===== config.mk =====
export PLATFORM = sky130hd
export DESIGN_NAME = ddr_host_bridge
export DESIGN_NICKNAME = d
export VERILOG_FILES = /design/src/ddr_bridge_pkg.sv /design/src/req_queue.sv /design/src/app_cmd_sequencer.sv /design/src/rd_return_buffer.sv /design/src/ddr_host_bridge.sv
export VERILOG_INCLUDE_DIRS = /design/src
export SDC_FILE = /design/constraint.sdc
export NUM_CORES = 1
export LEC_CHECK = 0
export ABC_CLOCK_PERIOD_IN_PS = 21200
export BUFFER_PORTS_ARGS = -buffer_cell sky130_fd_sc_hd__buf_2
export CORE_MARGIN = 1.5
export CORE_UTILIZATION = 57
export DETAILED_ROUTE_END_ITERATION = 10
export GPL_TIMING_DRIVEN = 0
export PLACE_DENSITY_LB_ADDON = 0.12
export SYNTH_ARGS = -nofsm -noshare
export SYNTH_HDL_FRONTEND = slang
export SYNTH_SLANG_ARGS = --single-unit

===== constraint.sdc =====
create_clock -name c0_ddr4_clk -period 21.2 [get_ports c0_ddr4_clk]
set_clock_uncertainty 0.05 [all_clocks]
set_input_delay 0 -clock c0_ddr4_clk [delete_from_list [all_inputs] [get_ports c0_ddr4_clk]]
set_output_delay 0 -clock c0_ddr4_clk [all_outputs]
set_load 0.01 [all_outputs]

===== src/ddr_bridge_config.svh =====
// Width, depth and credit definitions shared by the DDR4 host bridge
`ifndef DDR_BRIDGE_CONFIG_SVH
`define DDR_BRIDGE_CONFIG_SVH

// ******************************
// Application interface widths
// ******************************
`define DDR_APP_ADDR_WIDTH 28
`define DDR_APP_DATA_WIDTH 64

// ******************************
// Queue depths and credits
// ******************************
// Request queue depth, also the host's starting request credits
`define DDR_REQ_DEPTH      8
`define DDR_RD_BUF_DEPTH   8
// Response credits held by the bridge after reset
`define DDR_RSP_CREDITS    4

`endif


===== src/ddr_bridge_pkg.sv =====
// Bridge types: address, data and command vectors, command codes and
// sequencer state encoding
`include "ddr_bridge_config.svh"

package ddr_bridge_pkg;

  // ******************************
  // Application interface vectors
  // ******************************
  typedef logic [`DDR_APP_ADDR_WIDTH-1:0] app_addr_t;
  typedef logic [`DDR_APP_DATA_WIDTH-1:0] app_data_t;

  // Controller command code
  typedef logic [2:0] app_cmd_t;

  localparam app_cmd_t app_cmd_write = 3'b000;
  localparam app_cmd_t app_cmd_read  = 3'b001;

  // ******************************
  // Sequencer FSM
  // ******************************
  typedef enum logic [1:0] {
    wait_calib = 2'd0,
    idle       = 2'd1,
    issue      = 2'd2,
    done_pop   = 2'd3
  } seq_state_t;

endpackage


===== src/req_queue.sv =====
// Host request FIFO with one credit pulse per popped entry
`include "ddr_bridge_config.svh"

module req_queue #(
  parameter int DEPTH = `DDR_REQ_DEPTH
) (
  input  logic                  c0_ddr4_clk,
  input  logic                  reset_i,
  // Host side
  input  logic                  req_valid_i,
  input  logic                  req_write_i,
  input  ddr_bridge_pkg::app_addr_t req_addr_i,
  input  ddr_bridge_pkg::app_data_t req_wdata_i,
  // Sequencer side
  input  logic                  pop_i,
  output logic                  head_valid_o,
  output logic                  head_write_o,
  output ddr_bridge_pkg::app_addr_t head_addr_o,
  output ddr_bridge_pkg::app_data_t head_wdata_o,
  // Credit back to the host
  output logic                  req_credit_o
);

  import ddr_bridge_pkg::*;

  localparam int ptr_width = (DEPTH > 1) ? $clog2(DEPTH) : 1;

  logic [ptr_width-1:0] wr_ptr_q;
  logic [ptr_width-1:0] rd_ptr_q;
  logic [ptr_width:0]   count_q;

  logic      write_mem [DEPTH];
  app_addr_t addr_mem  [DEPTH];
  app_data_t wdata_mem [DEPTH];

  logic do_push;
  logic do_pop;

  // Wrap at DEPTH so that non power of two depths also work
  function automatic logic [ptr_width-1:0] ptr_next(input logic [ptr_width-1:0] ptr);
    if (ptr == ptr_width'(DEPTH - 1)) begin
      return '0;
    end
    return ptr + 1'b1;
  endfunction

  // Host obeys the credit rule, so a push never finds the queue full
  assign do_push = req_valid_i;
  assign do_pop  = pop_i && (count_q != '0);

  // ******************************
  // Pointers, occupancy, credit
  // ******************************
  always_ff @(posedge c0_ddr4_clk) begin
    if (reset_i) begin
      wr_ptr_q     <= '0;
      rd_ptr_q     <= '0;
      count_q      <= '0;
      req_credit_o <= 1'b0;
    end else begin
      if (do_push) begin
        wr_ptr_q <= ptr_next(wr_ptr_q);
      end
      if (do_pop) begin
        rd_ptr_q <= ptr_next(rd_ptr_q);
      end
      case ({do_push, do_pop})
        2'b10:   count_q <= count_q + 1'b1;
        2'b01:   count_q <= count_q - 1'b1;
        default: count_q <= count_q;
      endcase
      // Slot freed by this pop is returned one cycle later
      req_credit_o <= do_pop;
    end
  end

  // Storage
  always_ff @(posedge c0_ddr4_clk) begin
    if (do_push) begin
      write_mem[wr_ptr_q] <= req_write_i;
      addr_mem[wr_ptr_q]  <= req_addr_i;
      wdata_mem[wr_ptr_q] <= req_wdata_i;
    end
  end

  assign head_valid_o = (count_q != '0);
  assign head_write_o = write_mem[rd_ptr_q];
  assign head_addr_o  = addr_mem[rd_ptr_q];
  assign head_wdata_o = wdata_mem[rd_ptr_q];

endmodule


===== src/app_cmd_sequencer.sv =====
// Command sequencer FSM for the DDR4 application interface, with the
// read-return slot reservation counter
`include "ddr_bridge_config.svh"

module app_cmd_sequencer (
  input  logic                      c0_ddr4_clk,
  input  logic                      reset_i,
  input  logic                      init_calib_complete_i,
  // Queue head
  input  logic                      head_valid_i,
  input  logic                      head_write_i,
  input  ddr_bridge_pkg::app_addr_t head_addr_i,
  input  ddr_bridge_pkg::app_data_t head_wdata_i,
  output logic                      pop_o,
  // Command channel
  output logic                      app_en_o,
  output ddr_bridge_pkg::app_cmd_t  app_cmd_o,
  output ddr_bridge_pkg::app_addr_t app_addr_o,
  input  logic                      app_rdy_i,
  // Write-data channel
  output logic                      app_wdf_wren_o,
  output ddr_bridge_pkg::app_data_t app_wdf_data_o,
  output logic                      app_wdf_end_o,
  input  logic                      app_wdf_rdy_i,
  // Return buffer
  input  logic                      slot_free_i
);

  import ddr_bridge_pkg::*;

  localparam int rsv_width = $clog2(`DDR_RD_BUF_DEPTH + 1);

  seq_state_t state_q;
  seq_state_t state_d;

  // Per-channel acceptance flags, only meaningful in issue
  logic cmd_done_q;
  logic data_done_q;

  logic cmd_fire;
  logic data_fire;
  logic cmd_ok;
  logic data_ok;

  logic [rsv_width-1:0] rsv_count_q;
  logic                 rsv_avail;
  logic                 rd_issue;

  // ******************************
  // Application outputs
  // ******************************
  // Head stays put until the pop, so it can drive the bus directly
  assign app_en_o       = (state_q == issue) && !cmd_done_q;
  assign app_cmd_o      = head_write_i ? app_cmd_write : app_cmd_read;
  assign app_addr_o     = head_addr_i;
  assign app_wdf_wren_o = (state_q == issue) && head_write_i && !data_done_q;
  assign app_wdf_data_o = head_wdata_i;
  // Single beat per write
  assign app_wdf_end_o  = app_wdf_wren_o;

  assign cmd_fire  = app_en_o && app_rdy_i;
  assign data_fire = app_wdf_wren_o && app_wdf_rdy_i;
  assign cmd_ok    = cmd_done_q || cmd_fire;
  assign data_ok   = !head_write_i || data_done_q || data_fire;

  assign pop_o = (state_q == done_pop);

  // A read only starts when a return slot is free
  assign rsv_avail = (rsv_count_q < rsv_width'(`DDR_RD_BUF_DEPTH));
  assign rd_issue  = cmd_fire && !head_write_i;

  // ******************************
  // Next state
  // ******************************
  always_comb begin
    state_d = state_q;
    case (state_q)
      wait_calib: begin
        if (init_calib_complete_i) begin
          state_d = idle;
        end
      end
      idle: begin
        if (head_valid_i && (head_write_i || rsv_avail)) begin
          state_d = issue;
        end
      end
      issue: begin
        if (cmd_ok && data_ok) begin
          state_d = done_pop;
        end
      end
      done_pop: begin
        state_d = idle;
      end
      default: begin
        state_d = wait_calib;
      end
    endcase
  end

  always_ff @(posedge c0_ddr4_clk) begin
    if (reset_i) begin
      state_q     <= wait_calib;
      cmd_done_q  <= 1'b0;
      data_done_q <= 1'b0;
    end else begin
      state_q <= state_d;
      if (state_q != issue) begin
        cmd_done_q  <= 1'b0;
        data_done_q <= 1'b0;
      end else begin
        // Channels complete on their own readies
        if (cmd_fire) begin
          cmd_done_q <= 1'b1;
        end
        if (data_fire) begin
          data_done_q <= 1'b1;
        end
      end
    end
  end

  // Reservations: up on read issue, down when the buffer sends a beat
  always_ff @(posedge c0_ddr4_clk) begin
    if (reset_i) begin
      rsv_count_q <= '0;
    end else begin
      case ({rd_issue, slot_free_i})
        2'b10:   rsv_count_q <= rsv_count_q + 1'b1;
        2'b01:   rsv_count_q <= rsv_count_q - 1'b1;
        default: rsv_count_q <= rsv_count_q;
      endcase
    end
  end

endmodule


===== src/rd_return_buffer.sv =====
// Read data return FIFO with the response credit counter toward the host
`include "ddr_bridge_config.svh"

module rd_return_buffer (
  input  logic                      c0_ddr4_clk,
  input  logic                      reset_i,
  // Read data from the controller
  input  ddr_bridge_pkg::app_data_t app_rd_data_i,
  input  logic                      app_rd_data_valid_i,
  // Host response
  input  logic                      rsp_credit_i,
  output logic                      rsp_valid_o,
  output ddr_bridge_pkg::app_data_t rsp_data_o,
  // Slot release to the sequencer
  output logic                      slot_free_o
);

  import ddr_bridge_pkg::*;

  localparam int depth      = `DDR_RD_BUF_DEPTH;
  localparam int ptr_width  = (depth > 1) ? $clog2(depth) : 1;
  localparam int crd_width  = $clog2(`DDR_RSP_CREDITS + 1);

  logic [ptr_width-1:0] wr_ptr_q;
  logic [ptr_width-1:0] rd_ptr_q;
  logic [ptr_width:0]   count_q;
  logic [crd_width-1:0] credit_q;

  app_data_t data_mem [depth];

  logic send;

  function automatic logic [ptr_width-1:0] ptr_next(input logic [ptr_width-1:0] ptr);
    if (ptr == ptr_width'(depth - 1)) begin
      return '0;
    end
    return ptr + 1'b1;
  endfunction

  // One beat per cycle while a credit is held
  assign send        = (count_q != '0) && (credit_q != '0);
  assign rsp_valid_o = send;
  assign rsp_data_o  = data_mem[rd_ptr_q];
  assign slot_free_o = send;

  // ******************************
  // FIFO control
  // ******************************
  // No overflow check, the sequencer reserved a slot for every read
  always_ff @(posedge c0_ddr4_clk) begin
    if (reset_i) begin
      wr_ptr_q <= '0;
      rd_ptr_q <= '0;
      count_q  <= '0;
    end else begin
      if (app_rd_data_valid_i) begin
        wr_ptr_q <= ptr_next(wr_ptr_q);
      end
      if (send) begin
        rd_ptr_q <= ptr_next(rd_ptr_q);
      end
      case ({app_rd_data_valid_i, send})
        2'b10:   count_q <= count_q + 1'b1;
        2'b01:   count_q <= count_q - 1'b1;
        default: count_q <= count_q;
      endcase
    end
  end

  always_ff @(posedge c0_ddr4_clk) begin
    if (app_rd_data_valid_i) begin
      data_mem[wr_ptr_q] <= app_rd_data_i;
    end
  end

  // Response credits, a send and a return in one cycle cancel
  always_ff @(posedge c0_ddr4_clk) begin
    if (reset_i) begin
      credit_q <= crd_width'(`DDR_RSP_CREDITS);
    end else begin
      case ({send, rsp_credit_i})
        2'b10:   credit_q <= credit_q - 1'b1;
        2'b01:   credit_q <= credit_q + 1'b1;
        default: credit_q <= credit_q;
      endcase
    end
  end

endmodule


===== src/ddr_host_bridge.sv =====
// Top level of the host to DDR4 application interface bridge: request
// queue, command sequencer and read return buffer
`include "ddr_bridge_config.svh"

module ddr_host_bridge (
  input  logic                      c0_ddr4_clk,
  input  logic                      reset_i,
  // Host requests
  input  logic                      req_valid_i,
  input  logic                      req_write_i,
  input  ddr_bridge_pkg::app_addr_t req_addr_i,
  input  ddr_bridge_pkg::app_data_t req_wdata_i,
  output logic                      req_credit_o,
  // Host responses
  input  logic                      rsp_credit_i,
  output logic                      rsp_valid_o,
  output ddr_bridge_pkg::app_data_t rsp_data_o,
  // Controller status
  input  logic                      init_calib_complete_i,
  // Command channel
  output logic                      app_en_o,
  output ddr_bridge_pkg::app_cmd_t  app_cmd_o,
  output ddr_bridge_pkg::app_addr_t app_addr_o,
  input  logic                      app_rdy_i,
  // Write-data channel
  output logic                      app_wdf_wren_o,
  output ddr_bridge_pkg::app_data_t app_wdf_data_o,
  output logic                      app_wdf_end_o,
  input  logic                      app_wdf_rdy_i,
  // Read-data channel
  input  ddr_bridge_pkg::app_data_t app_rd_data_i,
  input  logic                      app_rd_data_valid_i
);

  import ddr_bridge_pkg::*;

  // ******************************
  // Queue head and slot wiring
  // ******************************
  logic      head_valid;
  logic      head_write;
  app_addr_t head_addr;
  app_data_t head_wdata;
  logic      pop;
  logic      slot_free;

  req_queue #(
    .DEPTH (`DDR_REQ_DEPTH)
  ) u_req_queue (
    .c0_ddr4_clk  (c0_ddr4_clk),
    .reset_i      (reset_i),
    .req_valid_i  (req_valid_i),
    .req_write_i  (req_write_i),
    .req_addr_i   (req_addr_i),
    .req_wdata_i  (req_wdata_i),
    .pop_i        (pop),
    .head_valid_o (head_valid),
    .head_write_o (head_write),
    .head_addr_o  (head_addr),
    .head_wdata_o (head_wdata),
    .req_credit_o (req_credit_o)
  );

  app_cmd_sequencer u_app_cmd_sequencer (
    .c0_ddr4_clk           (c0_ddr4_clk),
    .reset_i               (reset_i),
    .init_calib_complete_i (init_calib_complete_i),
    .head_valid_i          (head_valid),
    .head_write_i          (head_write),
    .head_addr_i           (head_addr),
    .head_wdata_i          (head_wdata),
    .pop_o                 (pop),
    .app_en_o              (app_en_o),
    .app_cmd_o             (app_cmd_o),
    .app_addr_o            (app_addr_o),
    .app_rdy_i             (app_rdy_i),
    .app_wdf_wren_o        (app_wdf_wren_o),
    .app_wdf_data_o        (app_wdf_data_o),
    .app_wdf_end_o         (app_wdf_end_o),
    .app_wdf_rdy_i         (app_wdf_rdy_i),
    .slot_free_i           (slot_free)
  );

  // Read data goes straight from the controller ports into the buffer
  rd_return_buffer u_rd_return_buffer (
    .c0_ddr4_clk         (c0_ddr4_clk),
    .reset_i             (reset_i),
    .app_rd_data_i       (app_rd_data_i),
    .app_rd_data_valid_i (app_rd_data_valid_i),
    .rsp_credit_i        (rsp_credit_i),
    .rsp_valid_o         (rsp_valid_o),
    .rsp_data_o          (rsp_data_o),
    .slot_free_o         (slot_free)
  );

endmodule


==> out/qor.csv <==
stage;metric;value;unit
worst_setup_path;R2R depth;10;
clocking;maximum clock insertion buffer count;3;
worst_setup_path;critical path class;register to register;
timing;Slew @ Worst Pin;0.981;ns
clocking;CTS H-Tree Depth;4;
die;I/O pins;329;
timing;max-slew violations;0;
worst_setup_path;CP bufs+invs;3;
die;Chip Height;296;um
detailed_routing;Initial DRC Count;1914;
power_and_ir_drop;cell area power density;101;nW/um2
global_routing;largest net degree at the start of global routing;26;
worst_setup_path;CP Launch Type;register;
synth;syn_area_per_cell;23.9;um2
worst_setup_path;CP max stage cell;dlygate4sd3_1;
synth;post-synth top area share;0.770;
detailed_routing;Post-Route WL;104000;um
worst_setup_path;Critical R2R Launch;u_rd_return_buffer.count_q[0];
worst_setup_path;r2r endpoint;u_rd_return_buffer.credit_q[2];
timing;min cycle time layout;3.36;ns
synth;count of cell types in the netlist;40;
layout;Area Overhead vs Synth;21.3;%
worst_setup_path;cell mode on critical path;inv_1;
synth;synthesized flop and latch total;1294;
die;row count;107;
layout;non-filler cells, final;4015;
timing;RSZ-0062 raised after global routing;false;
die;die width;296;um
layout;Reg area;38500;um2
synth;Synth area leaders;edfxtp_1 (77%), mux4_2 (14%), mux2_2 (3.6%), dfxtp_1 (1.6%), ha_1 (0.56%);
clocking;register clock-pin slew on the reported worst setup and hold paths;0.06;ns
synth;number of synthesized flops with an enable pin;1256;
place;Placer Congestion;0.758;
detailed_routing;1st-pass router iterations;5;
global_routing;first-pass GRT wire length;154000;um
timing;Final Hold Viols;0;
synth;synthesized instance count;2046;
timing;Fmax;297;MHz
clocking;CTS sink cnt;1294;
detailed_routing;via count;23300;
clocking;CTS buffer count;133;
die;Die ar.;87600;um2
clocking;CTS Hold Bufs;172;
global_routing;vias in the first global route;24800;
hold_path;Hold Crit Class;input pin to register;
synth;leading area contributor after synthesis;edfxtp_1;
timing;setup TNS;0;ns
worst_setup_path;Worst path depth;10;
synth;Post-synth ARST share;0;
hold_path;Worst Hold Launch;app_rd_data_i[25];
timing;Final setup viols;0;
detailed_routing;Final ANT Viol Nets;0;
worst_setup_path;worst-path maximum fanout;7;
synth;register area share after synthesis;0.786;
global_routing;GR Util All Layers;0.243;
hold_path;worst hold endpoint;u_rd_return_buffer.data_mem[1][25];
worst_setup_path;critical path cell sequence;nor4_1 > nor2_1 > inv_1 > ha_1 > inv_1 > fa_1 > xor2_1 > o21ai_0 > or3b_2 > dlygate4sd3_1;
place;PortBufs;326;
place;placed cell count;3595;
clocking;Worst-Skew Late Latency;0.71;ns
global_routing;Overflow after GRT;0;
timing;period utilisation layout;0.159;
power_and_ir_drop;maximum vdd drop;0.0752;mV
detailed_routing;Via-to-Cell Ratio;5.79;
synth;ys flop type;edfxtp_1;
synth;Yosys warning total;0;
layout;area taken by multi-input logic gates;10100;um2
place;detailed placement HPWL;65800;um
synth;Synth top cells by count;edfxtp_1 (1256), mux4_2 (314), mux2_2 (156), nor2_1 (46), clkbuf_1 (43);
clocking;CTS tree;built;
timing;relative slew slack;0.346;
detailed_routing;DR WL/cell;25.9;um
status;outcome;completed;
die;Initial Utilization;0.575;
layout;ratio of cells with drive above 1 in the final layout;0.388;
worst_setup_path;CP Data Arrival Time;3.91;ns
flow_run;maxcap violations;0;
global_routing;initial antenna violation count;9;
clocking;post-CTS sizing;0;
detailed_routing;drc violations;0;
worst_setup_path;CP required;21.74;ns
power_and_ir_drop;Lkg Pwr;0.0194;uW
synth;cell with the most instances after synthesis;edfxtp_1;
worst_setup_path;Setup crit end kind;register;
hold_path;hold path depth;2;
worst_setup_path;reg2reg setup slack;17.84;ns
worst_setup_path;Max stage delay on crit path;0.56;ns
clocking;Root Buffer;clkbuf_16;
worst_setup_path;Crit path max-delay family;simple AND/OR/NAND/NOR gates;
layout;Filler cells;5287;
synth;Syn Std Cell Area;49000;um2
layout;fin nets;2948;
die;core area;85100;um2
clocking;total setup buffers inserted after CTS;0;
## metrics by stage
stage | instance area, um2 | worst slack (ns) | utilization | hold slack (ns) | power [uW]
final | 59400 | 17.84 | 0.697 | 0.0328 | 6000
after global routing | 59400 | 17.65 | 0.697 | 0.0270 | 6200
after CTS | 59400 | 17.83 | 0.697 | 0.00110 | 6050
after detailed placement | 53400 | 18.21 | 0.627 | 0.203 | 3770
after global placement | 52000 | 6.87 | 0.611 | 0.198 | 3750
after floorplan | 49000 | 13.70 | - | 0.0489 | 3480
## flip-flops by register name (all words and copies together) (netlist names), named ones only
register,flops
u_rd_return_buffer.data_mem,512
u_req_queue.wdata_mem,512
u_req_queue.addr_mem,224
u_req_queue.write_mem,8
u_app_cmd_sequencer.rsv_count_q,4
u_rd_return_buffer.count_q,4
u_req_queue.count_q,4
u_rd_return_buffer.credit_q,3
u_rd_return_buffer.rd_ptr_q,3
u_rd_return_buffer.wr_ptr_q,3
u_req_queue.rd_ptr_q,3
u_req_queue.wr_ptr_q,3
u_app_cmd_sequencer.state_q,2
u_app_cmd_sequencer.cmd_done_q,1
u_app_cmd_sequencer.data_done_q,1
u_req_queue.req_credit_o,1
## layout by cell type (no fill, tap or decap), types with 10 or more instances in the layout
cell / n
a21oi_1: 22
buf_1: 10
buf_12: 31
buf_2: 362
buf_6: 36
bufinv_16: 11
clkbuf_1: 78
clkbuf_16: 137
clkinv_1: 27
clkinv_2: 19
dfxtp_1: 38
dlygate4sd3_1: 172
edfxtp_1: 1256
ha_1: 22
inv_1: 15
mux2_2: 156
mux4_2: 314
nand2b_1: 11
nor2_1: 34
nor2_4: 12
## power breakdown
part           internal, uW  switching (uW)
Sequential             2870            24.0
Combinational           415             431
Clock                  1330             933
Total                  4610            1390
## kinds of logic (layout without fill, tap and decap cells)
family                     after synthesis  count (layout)  share of synthesized area
AOI/OAI and AO/OA                       38              38                    0.00447
xor gates and xnor gates                11              11                    0.00197
adders and majority gates               25              25                    0.00685
buffers and inverters                  109             926                    0.00966
DFF                                   1294            1294                      0.786
muxes                                  478             478                      0.182
other                                    1               9                  0.0000766
and+or+nand+nor                         90              90                    0.00874
## metal layers
metal | global-route usage | part of all wire
met1 | 0.311 | 0.39
met2 | 0.422 | 0.53
met3 | 0.0539 | 0.066
met4 | 0.0646 | 0.019
met5 | 0 | 0.00056
## worst register-to-register path: stages, from the launching register on
cell	delay, ns
dfxtp_1	0.35
nor4_1	0.45
nor2_1	0.30
inv_1	0.16
ha_1	0.19
inv_1	0.06
fa_1	0.38
xor2_1	0.18
o21ai_0	0.13
or3b_2	0.44
dlygate4sd3_1	0.56
## worst max-delay path by stage
stage                             startpoint                            endpoint  slack (ns)
4_1_cts                             register                      rsp_data_o[32]       17.83
6_report       u_rd_return_buffer.count_q[0]      u_rd_return_buffer.credit_q[2]       17.84
3_5_place_dp                        register  u_app_cmd_sequencer.rsv_count_q[2]       18.21
2_1_floorplan        u_req_queue.wr_ptr_q[2]          u_req_queue.addr_mem[0][0]       13.70
3_3_place_gp         u_req_queue.wr_ptr_q[2]        u_req_queue.wdata_mem[0][14]        6.87
5_1_grt        u_rd_return_buffer.count_q[0]      u_rd_return_buffer.credit_q[2]       17.65
## cell type report
type	count	share of cell area
Clock inverter	68	0.0111
Inverter	16	0.00101
Sequential cell	1294	0.648
Antenna cell	7	0.000295
Timing Repair Buffer	576	0.0779
Buffer	93	0.00695
Clock buffer	173	0.0602
Multi-Input combinational cell	644	0.170
Tap cell	1144	0.0241
(Power assumes the default switching activity.)
